## config.mk

```make
export PLATFORM = sky130hd
export DESIGN_NAME = way_ram
export DESIGN_NICKNAME = d
export VERILOG_FILES = /design/src/logic/way_ram.sv
export VERILOG_INCLUDE_DIRS = /design/src /design/src/logic
export SDC_FILE = /design/constraint.sdc
export NUM_CORES = 2
export LEC_CHECK = 0
export BUFFER_PORTS_ARGS = -buffer_cell sky130_fd_sc_hd__buf_4
export CAP_MARGIN = 20
export CORE_MARGIN = 3
export CORE_UTILIZATION = 30
export DETAILED_ROUTE_END_ITERATION = 7
export PLACE_DENSITY = 0.45
export SYNTH_ARGS = -nofsm -noshare
export SYNTH_HDL_FRONTEND = slang
export SYNTH_SLANG_ARGS = --single-unit
```

## constraint.sdc

```tcl
create_clock -name clk -period 7.2 [get_ports clk]
set_clock_uncertainty 0.05 [all_clocks]
set_input_delay 1.44 -clock clk [delete_from_list [all_inputs] [get_ports clk]]
set_output_delay 1.44 -clock clk [all_outputs]
set_load 0.02 [all_outputs]
```

## src/logic/dcache_consts.svh

```systemverilog
`ifndef DCACHE_CONSTS_SVH
`define DCACHE_CONSTS_SVH

`define ADDR_W         32
`define DATA_W         32

`define TAG_W          20
`define INDEX_W        7
`define OFFSET_W       5

`define WORDS_PER_LINE 8
`define SET_NUM        128

// physical address fields
`define TAG_LOC        31:12
`define INDEX_LOC      11:5
`define WORD_LOC       4:2

`endif
```

## src/logic/way_ram.sv

```systemverilog
`timescale 1ns/100ps

`include "dcache_consts.svh"

module way_ram #(
    parameter type payload_t = logic [31:0]
) (
    input  logic                clk,
    input  logic                reset,
    input  logic [`INDEX_W-1:0] raddr_i,
    output payload_t            rdata_o,
    input  logic                we_i,
    input  logic [`INDEX_W-1:0] waddr_i,
    input  payload_t            wdata_i
);

    payload_t mem [`SET_NUM];

    always_ff @(posedge clk) begin
        if (we_i) begin
            mem[waddr_i] <= wdata_i;
        end
    end

    // read during write of the same index sees the old entry
    always_ff @(posedge clk) begin
        if (reset) begin
            rdata_o <= '0;
        end else begin
            rdata_o <= mem[raddr_i];
        end
    end

    a_we_known: assert property (@(posedge clk) disable iff (reset) !$isunknown(we_i))
        else $error("way_ram write enable unknown");

endmodule

```

Yosys cells after proc, flatten, opt, wreduce, memory -nomap -nowiden

Memories as Yosys holds them, arrays and structs flattened. A register that Yosys moved wholly into a read port is not among the register bits.
Index checks and enable logic that the tools add are counted.

Output and inout port bits: 32
Register bits after elaboration: 0
Memory bits (writable): 4096
Word-level logic and storage cells: 3
Input bits: 49
Memories: 1

Muxes and demuxes: 2

Memory list:

| memory | words | width | read ports | clocked after memory_dff | wr ports | RTL line      | RTL |
|---|---|---|---|---|---|---|---|
| mem    | 128   | 32    | 1          | 1                        | 1        | way_ram.sv:17 | `` payload_t mem [`SET_NUM]; `` |

Operators with widths:

| kind              | number |
|---|---|
| two-way mux 1 bit | 2 |

Depth between registers and ports, before layout

Depth after elaboration: 2
Gate-level depth with buffers: 11
Mapped depth without buffers: 6

Least setup slack after synthesis

OpenSTA, ideal clock, no wires.

Path type: input -> register
From: in we_i
To: mem mem[98][0] in the netlist's numbering, enable pin
Slack: 2471 ps
Required time: 6689 ps
Arrival time: 4218 ps
Cell stages on the path: 3
Library setup time: 461 ps
Buffers on the path: 1
Path through: clkbuf_1 -> nand4_1 -> nor3_1

Cells in the longest elaborated chain, start to end: 2

RTL lines:

| what                                    | RTL line      | RTL |
|---|---|---|
| start, declared                         | way_ram.sv:12 | `input logic we_i,` |
| two-way mux 1 bit                       | way_ram.sv:20 | `if (we_i) begin` |
| two-way mux 1 bit (not written as such) | way_ram.sv:21 | `mem[waddr_i] <= wdata_i;` |
| end, declared                           | way_ram.sv:17 |  |

Every way passes these cells.

==> results.yml <==
logic_synthesis:
  synth_common_cells: "edfxtp_1, mux2i_1, a22oi_1"
  synth-edff-count: 4096
  ys_seq_elements: 4128
  yosysTopAreaCell: "edfxtp_1"
  post-synth-top-count-cell: "edfxtp_1"
  ys_seq_area_share_pct: 77.70
  syn_avg_cell_area_um2: 20.28
  synth_top_area_share_pct: 77.29
  synthTopCellsByArea: "edfxtp_1, mux4_2, mux2i_1"
  syn_nets: 7895
  ys_async_sr_fraction_pct: 0
  syn_area_mm2: 0.1591
  yosys_warnings: 0
  ys_types: 53
  synthFlopType: "edfxtp_1"
  syn_inst: 7846
detailed_routing:
  vias: 82500
  postRouteAntennaNets: 0
  dr.pass1.iters: 8
  drc: 0
  wl_mm: 542.3
  viasPerCell: 5.253
  drt-initial-drc-count: 10550
  routedWlPerCell_um: 34.53
power:
  leakage_nw: 59.07
  ir_drop_v: 0.0002196
  power_density_mw_per_mm2: 279.2
cts:
  cts_setup_buffers: 0
  worstSkewPairLatency_ns: 1.06
  cts_tree: "built"
  root_buffer: "clkbuf_16"
  h-tree-depth: 5
  cts_max_path_buffers: 4
  cts_sinks: 4128
  cts_resized: 0
  cts_hold_buf: 0
  cts_inserted_buffers: 437
  clkTransAtPathRegs_ns: 0.06
setup_path:
  crit_path_end_kind: "register"
  worstPathRequired_ns: 8.02
  path_class: "input pin to register"
  worstSetupStartpointType: "input pin"
  r2r_setup_slack_ns: 4.06
  arrival_ns: 5.77
  crit_fanout: 81
timing:
  setup_ws_ns: 2.246
  relSlewSlack_pct: 9.135
  tns_ns: 0
  grt_setup_unrepaired: "no"
  worstMarginPinSlew_ns: 1.363
  finalHoldViolations: 0
  setup_viol: 0
  period_share_pct: 68.81
  period_needed_ns: 4.954
  max_freq_ghz: 0.2018
  maxSlewViolCount: 0
finish:
  drive_above_1_share_pct: 20.58
  fin_nets: 8382
  final_util_pct: 35.05
  fin_cells: 15710
  syn2layout_area_growth_pct: 15.98
  nFillCells: 49050
global_routing:
  grt.overflow.total: 0
  antenna_found_initial: 76
  grt_pass1_vias: 82230
  grt_usage_pct: 19.62
  grt_start_max_net_pins: 104
  grt_pass1_wl_mm: 733.0
floorplanning:
  die-area_mm2: 0.5392
  initial_core_util_pct: 30.22
  die_h_um: 734.3
  row_count: 266
  die_w_um: 734.3
  pin_count: 81
  core-area_mm2: 0.5265
place:
  gp_congestion: 0.9256
  dp.cells: 14860
  place_ws_ns: 1.458
  hpwlAfterDp_mm: 336.3
  portBuffers: 80
run:
  maxCapViolCount: 0
outcome:
  status: "finished, final reports clean"
worst_hold_path:
  hp-class: "input pin to register"
final cells by class:
cell class	instances	area, um2	area share, %
inverter	4	17.52	0.009491
timing repair buffer	514	4608	2.497
clock inverter	277	2472	1.340
clock buffer	536	11380	6.166
sequential	4128	123600	66.99
antenna	32	80.08	0.04339
multi-input combinational	3248	33640	18.23
tap	6968	8718	4.724
placed cells by master (no fill, tap or decap), types with 28 or more instances in the layout:
cell type	n
mux2i_1	1076
edfxtp_1	4096
nor2_1	119
nand3_1	146
nor3_1	32
buf_4	429
clkinv_1	118
a22o_1	62
a41oi_1	30
buf_12	40
nor2_4	122
clkbuf_16	439
o2111a_1	30
a22oi_1	558
a21oi_1	126
clkbuf_1	94
o21ai_1	44
diode_2	32
buf_6	37
clkinv_2	88
bufinv_16	33
nand2_1	139
a221oi_1	79
nor4_1	28
mux4_2	502
o21ai_0	42
dfxtp_1	32
worst paths after layout:
kind              cells after the start              startpoint                      to
setup / recovery                      8              raddr_i[0]  rdata_o[23]$_SDFF_PP0_
hold / removal                        1             wdata_i[14]   mem[74][14]$_DFFE_PP_
hold reg to reg                       5    mem[82][5]$_DFFE_PP_   rdata_o[5]$_SDFF_PP0_
setup reg to reg                      6  mem[110][30]$_DFFE_PP_  rdata_o[30]$_SDFF_PP0_
through the flow:
step	power (mW)	hold slack, ns	instance area [um2]
6_report	51.54	0.6493	184600
3_3_place_gp	29.98	0.9045	170200
4_1_cts	52.01	0.5621	184400
2_1_floorplan	28.37	0.6946	159100
5_1_grt	53.07	0.6184	184500
3_5_place_dp	30.03	0.9072	170500
state kept, by name, summed over array words and instances (netlist names):
| register | count |
|---|---|
| mem | 4096 |
| rdata_o | 32 |
routing by layer:
metal | GRT usage (%) | routed length [um]
met5 | 0 | 183
met2 | 30.83 | 249100
met4 | 6.748 | 21090
met1 | 27.09 | 229200
met3 | 4.043 | 42850
critical path, cell delays in order:
cell     delay, ns
buf_16        0.42
buf_12        0.55
buf_4         0.41
mux4_2        0.54
mux2i_1       0.70
nor2_1        0.43
nor3_1        0.64
a41oi_1       0.19
logic make-up after synthesis:
logic type      Yosys count  share of synthesized area, %
flops                  4128                         77.70
mux                    1580                         13.89
buf+inv                 470                         1.874
simple gates            637                         1.761
compound gates         1031                         4.783
power breakdown:
group          internal (mW)  switching [mW]
Sequential              26.5          0.0989
Combinational          0.828            2.04
Clock                   12.4            9.61
Total                   39.8            11.7
(Power assumes the default switching activity.)
