<file path="config.mk">
export PLATFORM = sky130hd
export DESIGN_NAME = dcache_ctrl
export DESIGN_NICKNAME = d
export VERILOG_FILES = /design/src/logic/dcache_pkg.sv /design/src/logic/dcache_ctrl.sv
export VERILOG_INCLUDE_DIRS = /design/src /design/src/logic
export SDC_FILE = /design/constraint.sdc
export NUM_CORES = 2
export LEC_CHECK = 0
export BUFFER_PORTS_ARGS = -buffer_cell sky130_fd_sc_hd__buf_4
export CORE_AREA = 2 2 640 642
export DETAILED_ROUTE_END_ITERATION = 10
export DIE_AREA = 0 0 642 644
export SYNTH_ARGS = -nofsm -noshare
export SYNTH_HDL_FRONTEND = slang
export SYNTH_SLANG_ARGS = --single-unit
</file>
<file path="constraint.sdc">
create_clock -name clk -period 13.4 [get_ports clk]
set_clock_uncertainty 0.1 [all_clocks]
set_input_delay 0.67 -clock clk [delete_from_list [all_inputs] [get_ports clk]]
set_output_delay 0.67 -clock clk [all_outputs]
set_load 0.1 [all_outputs]
</file>
<file path="src/logic/dcache_consts.svh">
`ifndef DCACHE_CONSTS_SVH
`define DCACHE_CONSTS_SVH

`define ADDR_W         32
`define DATA_W         32

`define TAG_W          20
`define INDEX_W        7
`define OFFSET_W       5

`define WORDS_PER_LINE 8
`define SET_NUM        128

// physical address fields
`define TAG_LOC        31:12
`define INDEX_LOC      11:5
`define WORD_LOC       4:2

`endif
</file>
<file path="src/logic/dcache_pkg.sv">
`include "dcache_consts.svh"

package dcache_pkg;

    typedef struct packed {
        logic               op;        // 1 = store
        logic               uncached;
        logic [3:0]         wstrb;
        logic [`DATA_W-1:0] wdata;
        logic [`ADDR_W-1:0] addr;
    } cpu_req_t;

    // word 0 sits in the low bits
    typedef logic [`WORDS_PER_LINE-1:0][`DATA_W-1:0] line_t;

    typedef struct packed {
        logic              valid;
        logic [`TAG_W-1:0] tag;
    } tagv_t;

    typedef struct packed {
        logic [`ADDR_W-1:0] addr;  // line aligned
    } mem_rd_t;

    typedef struct packed {
        logic [`ADDR_W-1:0] addr;
        line_t              data;
    } mem_wr_t;

    typedef struct packed {
        logic               op;
        logic [`ADDR_W-1:0] addr;
        logic [`DATA_W-1:0] wdata;
        logic [3:0]         wstrb;
    } unc_req_t;

endpackage

</file>
<file path="src/logic/dcache_ctrl.sv">
`timescale 1ns/100ps

`include "dcache_consts.svh"

module dcache_ctrl
    import dcache_pkg::*;
(
    input  logic                clk,
    input  logic                reset,
    input  logic                req_valid_i,
    input  cpu_req_t            req_i,
    output logic                addr_ok_o,
    output logic                data_ok_o,
    output logic [`DATA_W-1:0]  rdata_o,
    input  tagv_t               tag_rdata_i [2],
    input  line_t               data_rdata_i [2],
    output logic [`INDEX_W-1:0] ram_raddr_o,
    output logic                tag_we_o [2],
    output logic                data_we_o [2],
    output logic [`INDEX_W-1:0] ram_waddr_o,
    output tagv_t               tag_wdata_o,
    output line_t              data_wdata_o,
    output logic                rd_req_o,
    output mem_rd_t             rd_o,
    input  logic                ret_valid_i,
    input  line_t               ret_data_i,
    output logic                wr_req_o,
    output mem_wr_t             wr_o,
    input  logic                wr_rdy_i,
    output logic                unc_ren_o,
    output logic                unc_wen_o,
    output unc_req_t            unc_o,
    input  logic                unc_rvalid_i,
    input  logic [`DATA_W-1:0]  unc_rdata_i,
    input  logic                unc_bvalid_i
);

    typedef enum logic [4:0] {
        S_IDLE   = 5'b00001,  // also the lookup stage
        S_MISS   = 5'b00010,
        S_REFILL = 5'b00100,
        S_UNC    = 5'b01000,
        S_CLEAR  = 5'b10000
    } state_t;

    state_t state, state_n;

    cpu_req_t            req_q;
    logic                req_v;
    logic [`INDEX_W-1:0] idx;
    logic [`INDEX_W-1:0] clr_idx;
    logic [`SET_NUM-1:0] lru;          // points at the next victim
    logic [`SET_NUM-1:0] dirty [2];
    logic [1:0]          hit_w;
    logic                hit_way, victim, vic_dirty;
    logic                accept, lkp, lkp_hit, lkp_miss, lkp_unc, store_hit;
    logic                collide, refill_we, cap_now, wb_acc;
    logic                wb_pend, miss_hold, unc_done;
    logic [`DATA_W-1:0]  resp_q;
    line_t               merge_src;
    logic [1:0]          outstanding;

    function automatic line_t merge_store(line_t line, logic [2:0] sel,
                                          logic [`DATA_W-1:0] wdata, logic [3:0] wstrb);
        line_t res;
        res = line;
        for (int b = 0; b < 4; b++) begin
            if (wstrb[b]) begin
                res[sel][8*b +: 8] = wdata[8*b +: 8];
            end
        end
        return res;
    endfunction

    assign idx      = req_q.addr[`INDEX_LOC];
    assign victim   = lru[idx];
    assign hit_way  = hit_w[1];

    for (genvar w = 0; w < 2; w++) begin : g_way
        assign hit_w[w] = tag_rdata_i[w].valid && tag_rdata_i[w].tag == req_q.addr[`TAG_LOC];
        assign tag_we_o[w]  = (state == S_CLEAR) || (refill_we && victim == 1'(w));
        assign data_we_o[w] = (store_hit && hit_w[w]) || (refill_we && victim == 1'(w));
    end

    assign lkp       = (state == S_IDLE) && req_v;
    assign lkp_unc   = lkp && req_q.uncached;
    assign lkp_hit   = lkp && !req_q.uncached && (|hit_w);
    assign lkp_miss  = lkp && !req_q.uncached && !(|hit_w);
    assign store_hit = lkp_hit && req_q.op;
    assign refill_we = (state == S_MISS) && ret_valid_i;
    assign vic_dirty = dirty[victim][idx] && tag_rdata_i[victim].valid;

    // next access to the line being stored waits a cycle
    assign collide   = store_hit && req_valid_i
                       && req_i.addr[`ADDR_W-1:`OFFSET_W] == req_q.addr[`ADDR_W-1:`OFFSET_W];
    assign addr_ok_o = (state == S_IDLE) && !(lkp && !lkp_hit) && !collide;
    assign accept    = req_valid_i && addr_ok_o;

    assign ram_raddr_o = accept ? req_i.addr[`INDEX_LOC] : idx;
    assign ram_waddr_o = (state == S_CLEAR) ? clr_idx : idx;
    assign tag_wdata_o = (state == S_CLEAR) ? '0 : {1'b1, req_q.addr[`TAG_LOC]};

    assign merge_src    = (state == S_MISS) ? ret_data_i : data_rdata_i[hit_way];
    assign data_wdata_o = req_q.op ? merge_store(merge_src, req_q.addr[`WORD_LOC],
                                                 req_q.wdata, req_q.wstrb)
                                   : merge_src;

    assign data_ok_o = lkp_hit || (state == S_REFILL) || ((state == S_UNC) && unc_done);
    assign rdata_o   = lkp_hit ? data_rdata_i[hit_way][req_q.addr[`WORD_LOC]] : resp_q;

    always_comb begin
        state_n = state;
        unique case (state)
            S_CLEAR:  if (clr_idx == `INDEX_W'(`SET_NUM - 1)) state_n = S_IDLE;
            S_IDLE: begin
                if (lkp_unc) begin
                    state_n = S_UNC;
                end else if (lkp_miss) begin
                    state_n = S_MISS;
                end
            end
            S_MISS:   if (refill_we) state_n = S_REFILL;
            S_REFILL: state_n = S_IDLE;
            S_UNC:    if (unc_done) state_n = S_IDLE;
            default:  state_n = S_IDLE;
        endcase
    end

    always_ff @(posedge clk) begin
        if (reset) begin
            state   <= S_CLEAR;
            clr_idx <= '0;
        end else begin
            state <= state_n;
            if (state == S_CLEAR) begin
                clr_idx <= clr_idx + 1'b1;  // tag sweep
            end
        end
    end

    always_ff @(posedge clk) begin
        if (reset) begin
            req_v <= 1'b0;
        end else if (accept) begin
            req_v <= 1'b1;
        end else if (data_ok_o) begin
            req_v <= 1'b0;
        end
    end

    always_ff @(posedge clk) begin
        if (accept) begin
            req_q <= req_i;
        end
    end

    always_ff @(posedge clk) begin
        if (reset) begin
            lru      <= '0;
            dirty[0] <= '0;
            dirty[1] <= '0;
        end else begin
            if (lkp_hit) begin
                lru[idx] <= ~hit_way;
            end
            if (store_hit) begin
                dirty[hit_way][idx] <= 1'b1;
            end
            if (refill_we) begin
                lru[idx]           <= ~victim;
                dirty[victim][idx] <= req_q.op;
            end
        end
    end

    // an older writeback still in flight defers capture and the line read
    assign wb_acc  = wb_pend && wr_rdy_i;
    assign cap_now = (lkp_miss && !(wb_pend && !wr_rdy_i))
                     || ((state == S_MISS) && miss_hold && wr_rdy_i);

    always_ff @(posedge clk) begin
        if (reset) begin
            wb_pend   <= 1'b0;
            miss_hold <= 1'b0;
        end else begin
            if (cap_now) begin
                wb_pend <= vic_dirty;
            end else if (wb_acc) begin
                wb_pend <= 1'b0;
            end
            if (lkp_miss) begin
                miss_hold <= wb_pend && !wr_rdy_i;
            end else if (wr_rdy_i) begin
                miss_hold <= 1'b0;
            end
        end
    end

    always_ff @(posedge clk) begin
        if (cap_now) begin
            wr_o.addr <= {tag_rdata_i[victim].tag, idx, `OFFSET_W'(0)};
            wr_o.data <= data_rdata_i[victim];
        end
    end

    assign wr_req_o = wb_pend;
    assign rd_req_o = (state == S_MISS) && !miss_hold;
    assign rd_o     = '{addr: {req_q.addr[`ADDR_W-1:`OFFSET_W], `OFFSET_W'(0)}};

    always_ff @(posedge clk) begin
        if (reset) begin
            unc_done <= 1'b0;
        end else if (state == S_UNC) begin
            unc_done <= !unc_done && (unc_rvalid_i || unc_bvalid_i);
        end
    end

    always_ff @(posedge clk) begin
        if (refill_we) begin
            resp_q <= ret_data_i[req_q.addr[`WORD_LOC]];
        end else if ((state == S_UNC) && unc_rvalid_i) begin
            resp_q <= unc_rdata_i;
        end
    end

    assign unc_ren_o = (state == S_UNC) && !unc_done && !req_q.op;
    assign unc_wen_o = (state == S_UNC) && !unc_done && req_q.op;
    assign unc_o     = '{op: req_q.op, addr: req_q.addr, wdata: req_q.wdata,
                         wstrb: req_q.wstrb};

    // requests accepted and not yet answered
    always_ff @(posedge clk) begin
        if (reset) begin
            outstanding <= '0;
        end else begin
            outstanding <= outstanding + 2'(accept) - 2'(data_ok_o);
        end
    end

    a_rd_unc_excl: assert property (@(posedge clk) disable iff (reset)
        !(rd_req_o && (unc_ren_o || unc_wen_o)))
        else $error("line read and uncached strobe together");

    a_ret_in_read: assert property (@(posedge clk) disable iff (reset)
        ret_valid_i |-> rd_req_o)
        else $error("ret_valid without a line read");

    a_one_data_ok: assert property (@(posedge clk) disable iff (reset)
        data_ok_o |-> outstanding != 2'd0)
        else $error("data_ok without an outstanding request");

endmodule

</file>
### Word-level counts from Yosys, hierarchy flattened

Memory sizes are Yosys's and may differ from the RTL's.
Index checks and enable logic that the tools add are counted.

| operators by class | value |
|---|---|
| $add $sub $neg | 1 |
| magnitude comparators | 6 |
| equality and inequality tests | 13 |
| multiplexer cells | 74 |
| bitwise logic cells | 4 |
| reductions and logical operators | 60 |

Operators by type and width:

| kind | number |
|---|---|
| 2-to-1 mux 256 bit | 12 |
| 2-to-1 mux 128 bit | 9 |
| bitwise mux 256 bit | 4 |
| demux 32 bit (select 3 bit) | 4 |
| bitwise mux 128 bit | 2 |
| OR reduction 128 bit | 2 |
| binary-select mux 32 bit (select 3 bit) | 2 |
| 2-to-1 mux 32 bit | 6 |
| 2-to-1 mux 21 bit | 4 |
| == test 20 bit | 2 |
| logical AND 1 bit | 34 |
| == test 27 bit | 1 |
| 2-to-1 mux 5 bit | 5 |
| 2-to-1 mux 24 bit | 1 |
| case mux 5 bit (4 select lines) | 1 |
| 2-to-1 mux 1 bit | 17 |
| 2-to-1 mux 16 bit | 1 |
| binary-select mux 1 bit (select 7 bit) | 2 |
| 2-to-1 mux 7 bit | 2 |
| logical NOT 1 bit | 10 |
| logical OR 1 bit | 8 |
| less-than comparator 7 x 8 -> 1 bit (second input constant) | 1 |
| 2-to-1 mux 8 bit | 1 |
| nonzero test 2 bit | 4 |
| other kinds (18) | 23 |

| word-level totals | value |
|---|---|
| flip-flop bits (word level) | 529 |
| RAM bits | 256 |
| input port bits | 919 |
| word-level logic and storage cells | 181 |
| memories kept | 1 |

Memory list:

| name | words | width | read ports | clocked after Yosys merged registers in | write ports | RTL line | text |
|---|---|---|---|---|---|---|---|
| dirty | 2 | 128 | 1 | 0 | 2 | dcache_ctrl.sv:53 | `` logic [`SET_NUM-1:0] dirty [2]; `` |

### Logic depth before layout (Yosys ltp)

| logic depth | value |
|---|---|
| depth in word-level cells | 16 |
| depth in mapped cells | 17 |
| gate-level depth less buffers | 11 |

### Least setup slack after synthesis

No wires, ideal clock.

| timing | value |
|---|---|
| kind | input to register |
| from | input tag_rdata_i[15] (netlist name) |
| to | register wr_o[0] (netlist name) (enable) |
| setup time | 934 ps |
| data arrival time | 13671 ps |
| required time | 12366 ps |
| slack | -1305 ps |
| stages on the path | 8 |
| path through | xnor2_1 nand4_1 nor4_1 and4_1 clkbuf_1 nor4_1 a21oi_1 nor2_1 |

| between the ends | value |
|---|---|
| longest elaborated chain between the ends | 7 |

Ends and longest elaborated chain:

| element | RTL line | text |
|---|---|---|
| start: declaration | dcache_ctrl.sv:15 | `input tagv_t tag_rdata_i [2],` |
| == test 20 bit | dcache_ctrl.sv:80 | `` assign hit_w[w] = tag_rdata_i[w].valid && tag_rdata_i[w].tag == req_q.addr[`TAG_LOC]; `` |
| logical AND 1 bit | dcache_ctrl.sv:80 |  |
| OR reduction 2 bit | dcache_ctrl.sv:88 | `assign lkp_miss = lkp && !req_q.uncached && !(\|hit_w);` |
| logical NOT 1 bit | dcache_ctrl.sv:88 |  |
| logical AND 1 bit | dcache_ctrl.sv:88 |  |
| logical AND 1 bit | dcache_ctrl.sv:178 | `assign cap_now = (lkp_miss && !(wb_pend && !wr_rdy_i))` |
| logical OR 1 bit | dcache_ctrl.sv:179 | `\|\| ((state == S_MISS) && miss_hold && wr_rdy_i);` |
| via cap_now | dcache_ctrl.sv:57 | `logic collide, refill_we, cap_now, wb_acc;` |
| end: declaration | dcache_ctrl.sv:28 | `output mem_wr_t wr_o,` |

The timed path passes the listed nets, and every way through them passes these cells.
A chain may end at the register's enable or synchronous reset.

### Worst setup path in the final report

| timing | value |
|---|---|
| from | register req_q (netlist bit rd_o[25]) |
| to | output rdata_o[28] |

| between the ends | value |
|---|---|
| longest elaborated chain between the ends | 9 |
| elaborated cells on any way between the ends | 13 |
| classes of those cells | eq/ne (2); mux (6); bitwise (1); reduce/logical (4) |

Ends and longest elaborated chain:

| element | RTL line | text |
|---|---|---|
| start: declaration | dcache_ctrl.sv:48 | `cpu_req_t req_q;` |
| start signal: assignment | dcache_ctrl.sv:153 | `req_q <= req_i;` |
| == test 20 bit | dcache_ctrl.sv:80 |  |
| logical AND 1 bit | dcache_ctrl.sv:80 |  |
| NOT 1 -> 2 bit (not written as such) | dcache_ctrl.sv:109 | `` assign rdata_o = lkp_hit ? data_rdata_i[hit_way][req_q.addr[`WORD_LOC]] : resp_q; `` |
| 2-to-1 mux 256 bit (not written as such) (3 in series) | dcache_ctrl.sv:109 |  |
| binary-select mux 32 bit (select 3 bit) | dcache_ctrl.sv:109 |  |
| 2-to-1 mux 32 bit | dcache_ctrl.sv:109 |  |
| 2-to-1 mux 32 bit * | dcache_ctrl.sv:109 |  |
| end: declaration | dcache_ctrl.sv:14 | `` output logic [`DATA_W-1:0] rdata_o, `` |

Every way passes the cells marked *; elsewhere a longest branch is shown, timed or not. The select of a mux whose other input is x is not followed.

==> flow_summary.toml <==
[outcome]
status = "complete, no violations"

[placed_design]
hpwlAfterDp_um = 434000
io_buffers = 1630
pre_cts_slack_ps = 6880
dpl-instance-area_sq_um = 66700
globalplace.congestion = 1.05

[flow_run]
max_cap_violations = 0

[synth]
synth-warning-count = 0
synth_area_leaders = "edfxtp_1 39%, mux2i_1 8.5%, mux2_2 7.0%, nand2_1 6.0%, o21ai_0 5.9%"
synth_edf_count = 641
syn_area_per_cell_sq_um = 9.47
synth_seq_cells = 785
ys_types = 66
synthArstFlopShare_pct = 0
synth_cells = 5163
ys_seq_area_share_pct = 45.3
synth_top_area_share_pct = 39.4
synth_top_cell_by_area = "edfxtp_1"
synthFlopType = "edfxtp_1"
synth_area_sq_um = 48900

[clock_network]
clk_pin_slew_ps = 80
cts_resized = 0
clk_latency_ps = 930
clock-sinks = 785
cts_tree = "done"
h-tree-depth = 3
cts_root_buf = "clkbuf_16"
clock_path_buffers = 4
cts_buffers = 111

[setup_path]
path_depth = 14
crit_end = "rdata_o[28]"
criticalPathCategory = "reg -> out"
r2r_start = "rd_o[5]"
critPathMaxStageDelay_ps = 990
critical-path-slowest-cell = "o21ai_0"
cp_max_fo = 83
crit_start = "rd_o[25]"
worstReg2RegEnd = "dirty[0][113]"
worstPathRequired_ps = 12630
worstPathCellList = "xnor2_1 -> nand3_1 -> nor4_1 -> nand4_1 -> buf_12 -> buf_12 -> buf_4 -> mux2i_1 -> nor3_1 -> a211oi_1 -> a21oi_1 -> nor2_1 -> o21ai_0 -> buf_4"
timing.reg2reg.worst_path_depth = 13
cp-start-kind = "flip-flop"
cp.arrival_ps = 6510
worst-path-buf-inv = 4
r2r_slack_ps = 6950
cp_top_family = "buffers and inverters"
end_kind = "output pin"

[detailed_routing]
wirelength_um = 525000
post-route-drc-count = 0
via_count = 55100
ant_nets = 0
drt_pass1_iterations = 6
initialDrtViolationCount = 8078
vias_per_cell = 4.40
wl_per_cell_um = 41.9

[floorplanning]
die_h_um = 644
die_w_um = 642
ios = 1641
dieArea_sq_um = 413000
core_sq_um = 408000
initial_core_util_pct = 12.0
placementRows = 235

[pwr]
power.leakage_uw = 0.0288
vdd_drop_max_v = 0.000114
powerDensity_nw_per_um2 = 100
p_total_uw = 7460

[timing]
tightestPinTransition_ps = 1430
setup_viol = 0
slew_viol_final = 0
setup-tns-final_ps = 0
fmax_ghz = 0.137
rsz0062_at_grt = "no"
slew_headroom_pct = 3.76
fin_ws_ps = 6120
finalCritPeriodShare_pct = 54.3
period_minus_slack_ps = 7280
hold_viol = 0

[finish]
area_delta_synth_final_pct = 52.2
nets = 7765
postLayoutCellArea_sq_um = 74400
regArea_sq_um = 22100
multi_input_area_sq_um = 24300
drive_gt1_share_pct = 33.9
n_fill_cell = 45500

[global_route]
gr-total-overflow = 0
antenna_found_initial = 211
first_global_vias = 50700
grt_usage_pct = 24.2
grt_max_degree = 157
grt_first_pass_wirelength_um = 636000

[hold_path]
hp-class = "in -> reg"
==> cell families after synthesis <==
group | synth area share (%)
flip-flops | 45.3
buffers and inverters | 5.62
AO/OA/AOI/OAI | 19.5
XOR/XNOR | 1.29
AND/OR/NAND/NOR | 11.9
multiplexers | 16.4
adder cells (fa/ha/maj) | 0.0256
other | 0.00767
==> cell usage after synthesis, types with 114 or more instances <==
cell type / instances
edfxtp_1: 641
mux2_2: 305
o21ai_0: 577
clkbuf_1: 328
nor2_1: 514
o21bai_1: 256
a21oi_1: 187
nand2_1: 778
buf_4: 114
mux2i_1: 413
dfxtp_1: 144
a211oi_1: 139
==> routing by layer <==
layer,vias up,part of all wire (%),track usage [%],routed length [um]
met1,27500,34,25.9,181000
li1,22300,-,-,-
met5,-,0.11,0.0116,602
met2,4179,43,36.5,226000
met4,86,8.8,17.9,46300
met3,1049,14,12.4,71400
==> placed cells by master (no fill, tap or decap), drive strengths merged, types with 34 or more instances in the layout <==
master	Yosys	layout
xnor2	45	45
dlygate4sd3	0	364
edfxtp	641	641
a31oi	34	34
buf	248	1771
dfxtp	144	144
o22ai	105	105
o21ai	577	577
diode	0	122
a21oi	187	187
nor2	514	514
nand2	778	778
mux2	305	305
clkbuf	328	149
a22oi	97	97
a211oi	139	139
o21bai	256	256
mux2i	413	413
==> where the power goes <==
group          switching (uW)  internal [uW]
registers                16.5           2670
logic                    1120            485
clock network            1430           1740
==> final cells by class <==
type | instances | share of cell area [%]
multi-input cells | 3802 | 32.7
flip-flops and latches | 785 | 29.8
repair buffers | 2136 | 22.9
well taps | 5451 | 9.17
clock buffers | 148 | 4.27
clock inverters | 57 | 0.700
diodes | 122 | 0.411
inverters | 9 | 0.0454
==> state kept, by name (all words and copies together) (netlist names) <==
name	cells
rd_o	27
resp_q	32
wr_req_o	1
lru	128
unc_done	1
dirty	256
miss_hold	1
req_q	1
state	5
clr_idx	7
wr_o	283
req_v	1
unc_o	42
==> metrics by stage <==
stage,hold slack (ps),utilization (%),std cells
finish,54.6,18.2,12500
global route,14.0,18.2,12500
CTS,0.0796,18.2,12400
detailed placement,402,16.4,11800
global placement,383,16.4,11800
floorplan,367,-,5172
==> worst min path at each step <==
stage                      start         end  slack [ps]  cells after the start
6_report       data_rdata_i[352]    wr_o[96]          50                      2
5_1_grt        data_rdata_i[198]   wr_o[198]          10                      2
4_1_cts        data_rdata_i[451]   wr_o[195]        0.08                      2
3_5_place_dp          clr_idx[1]  clr_idx[1]         400                      2
3_3_place_gp          clr_idx[1]  clr_idx[1]         380                      2
2_1_floorplan         clr_idx[1]  clr_idx[1]         370                      2
==> timing repair <==
item,CTS,global route
hold endpoints to repair,246,0
setup buffers,0,0
hold buffers,364,0
Power figures use the tool's default switching activity.
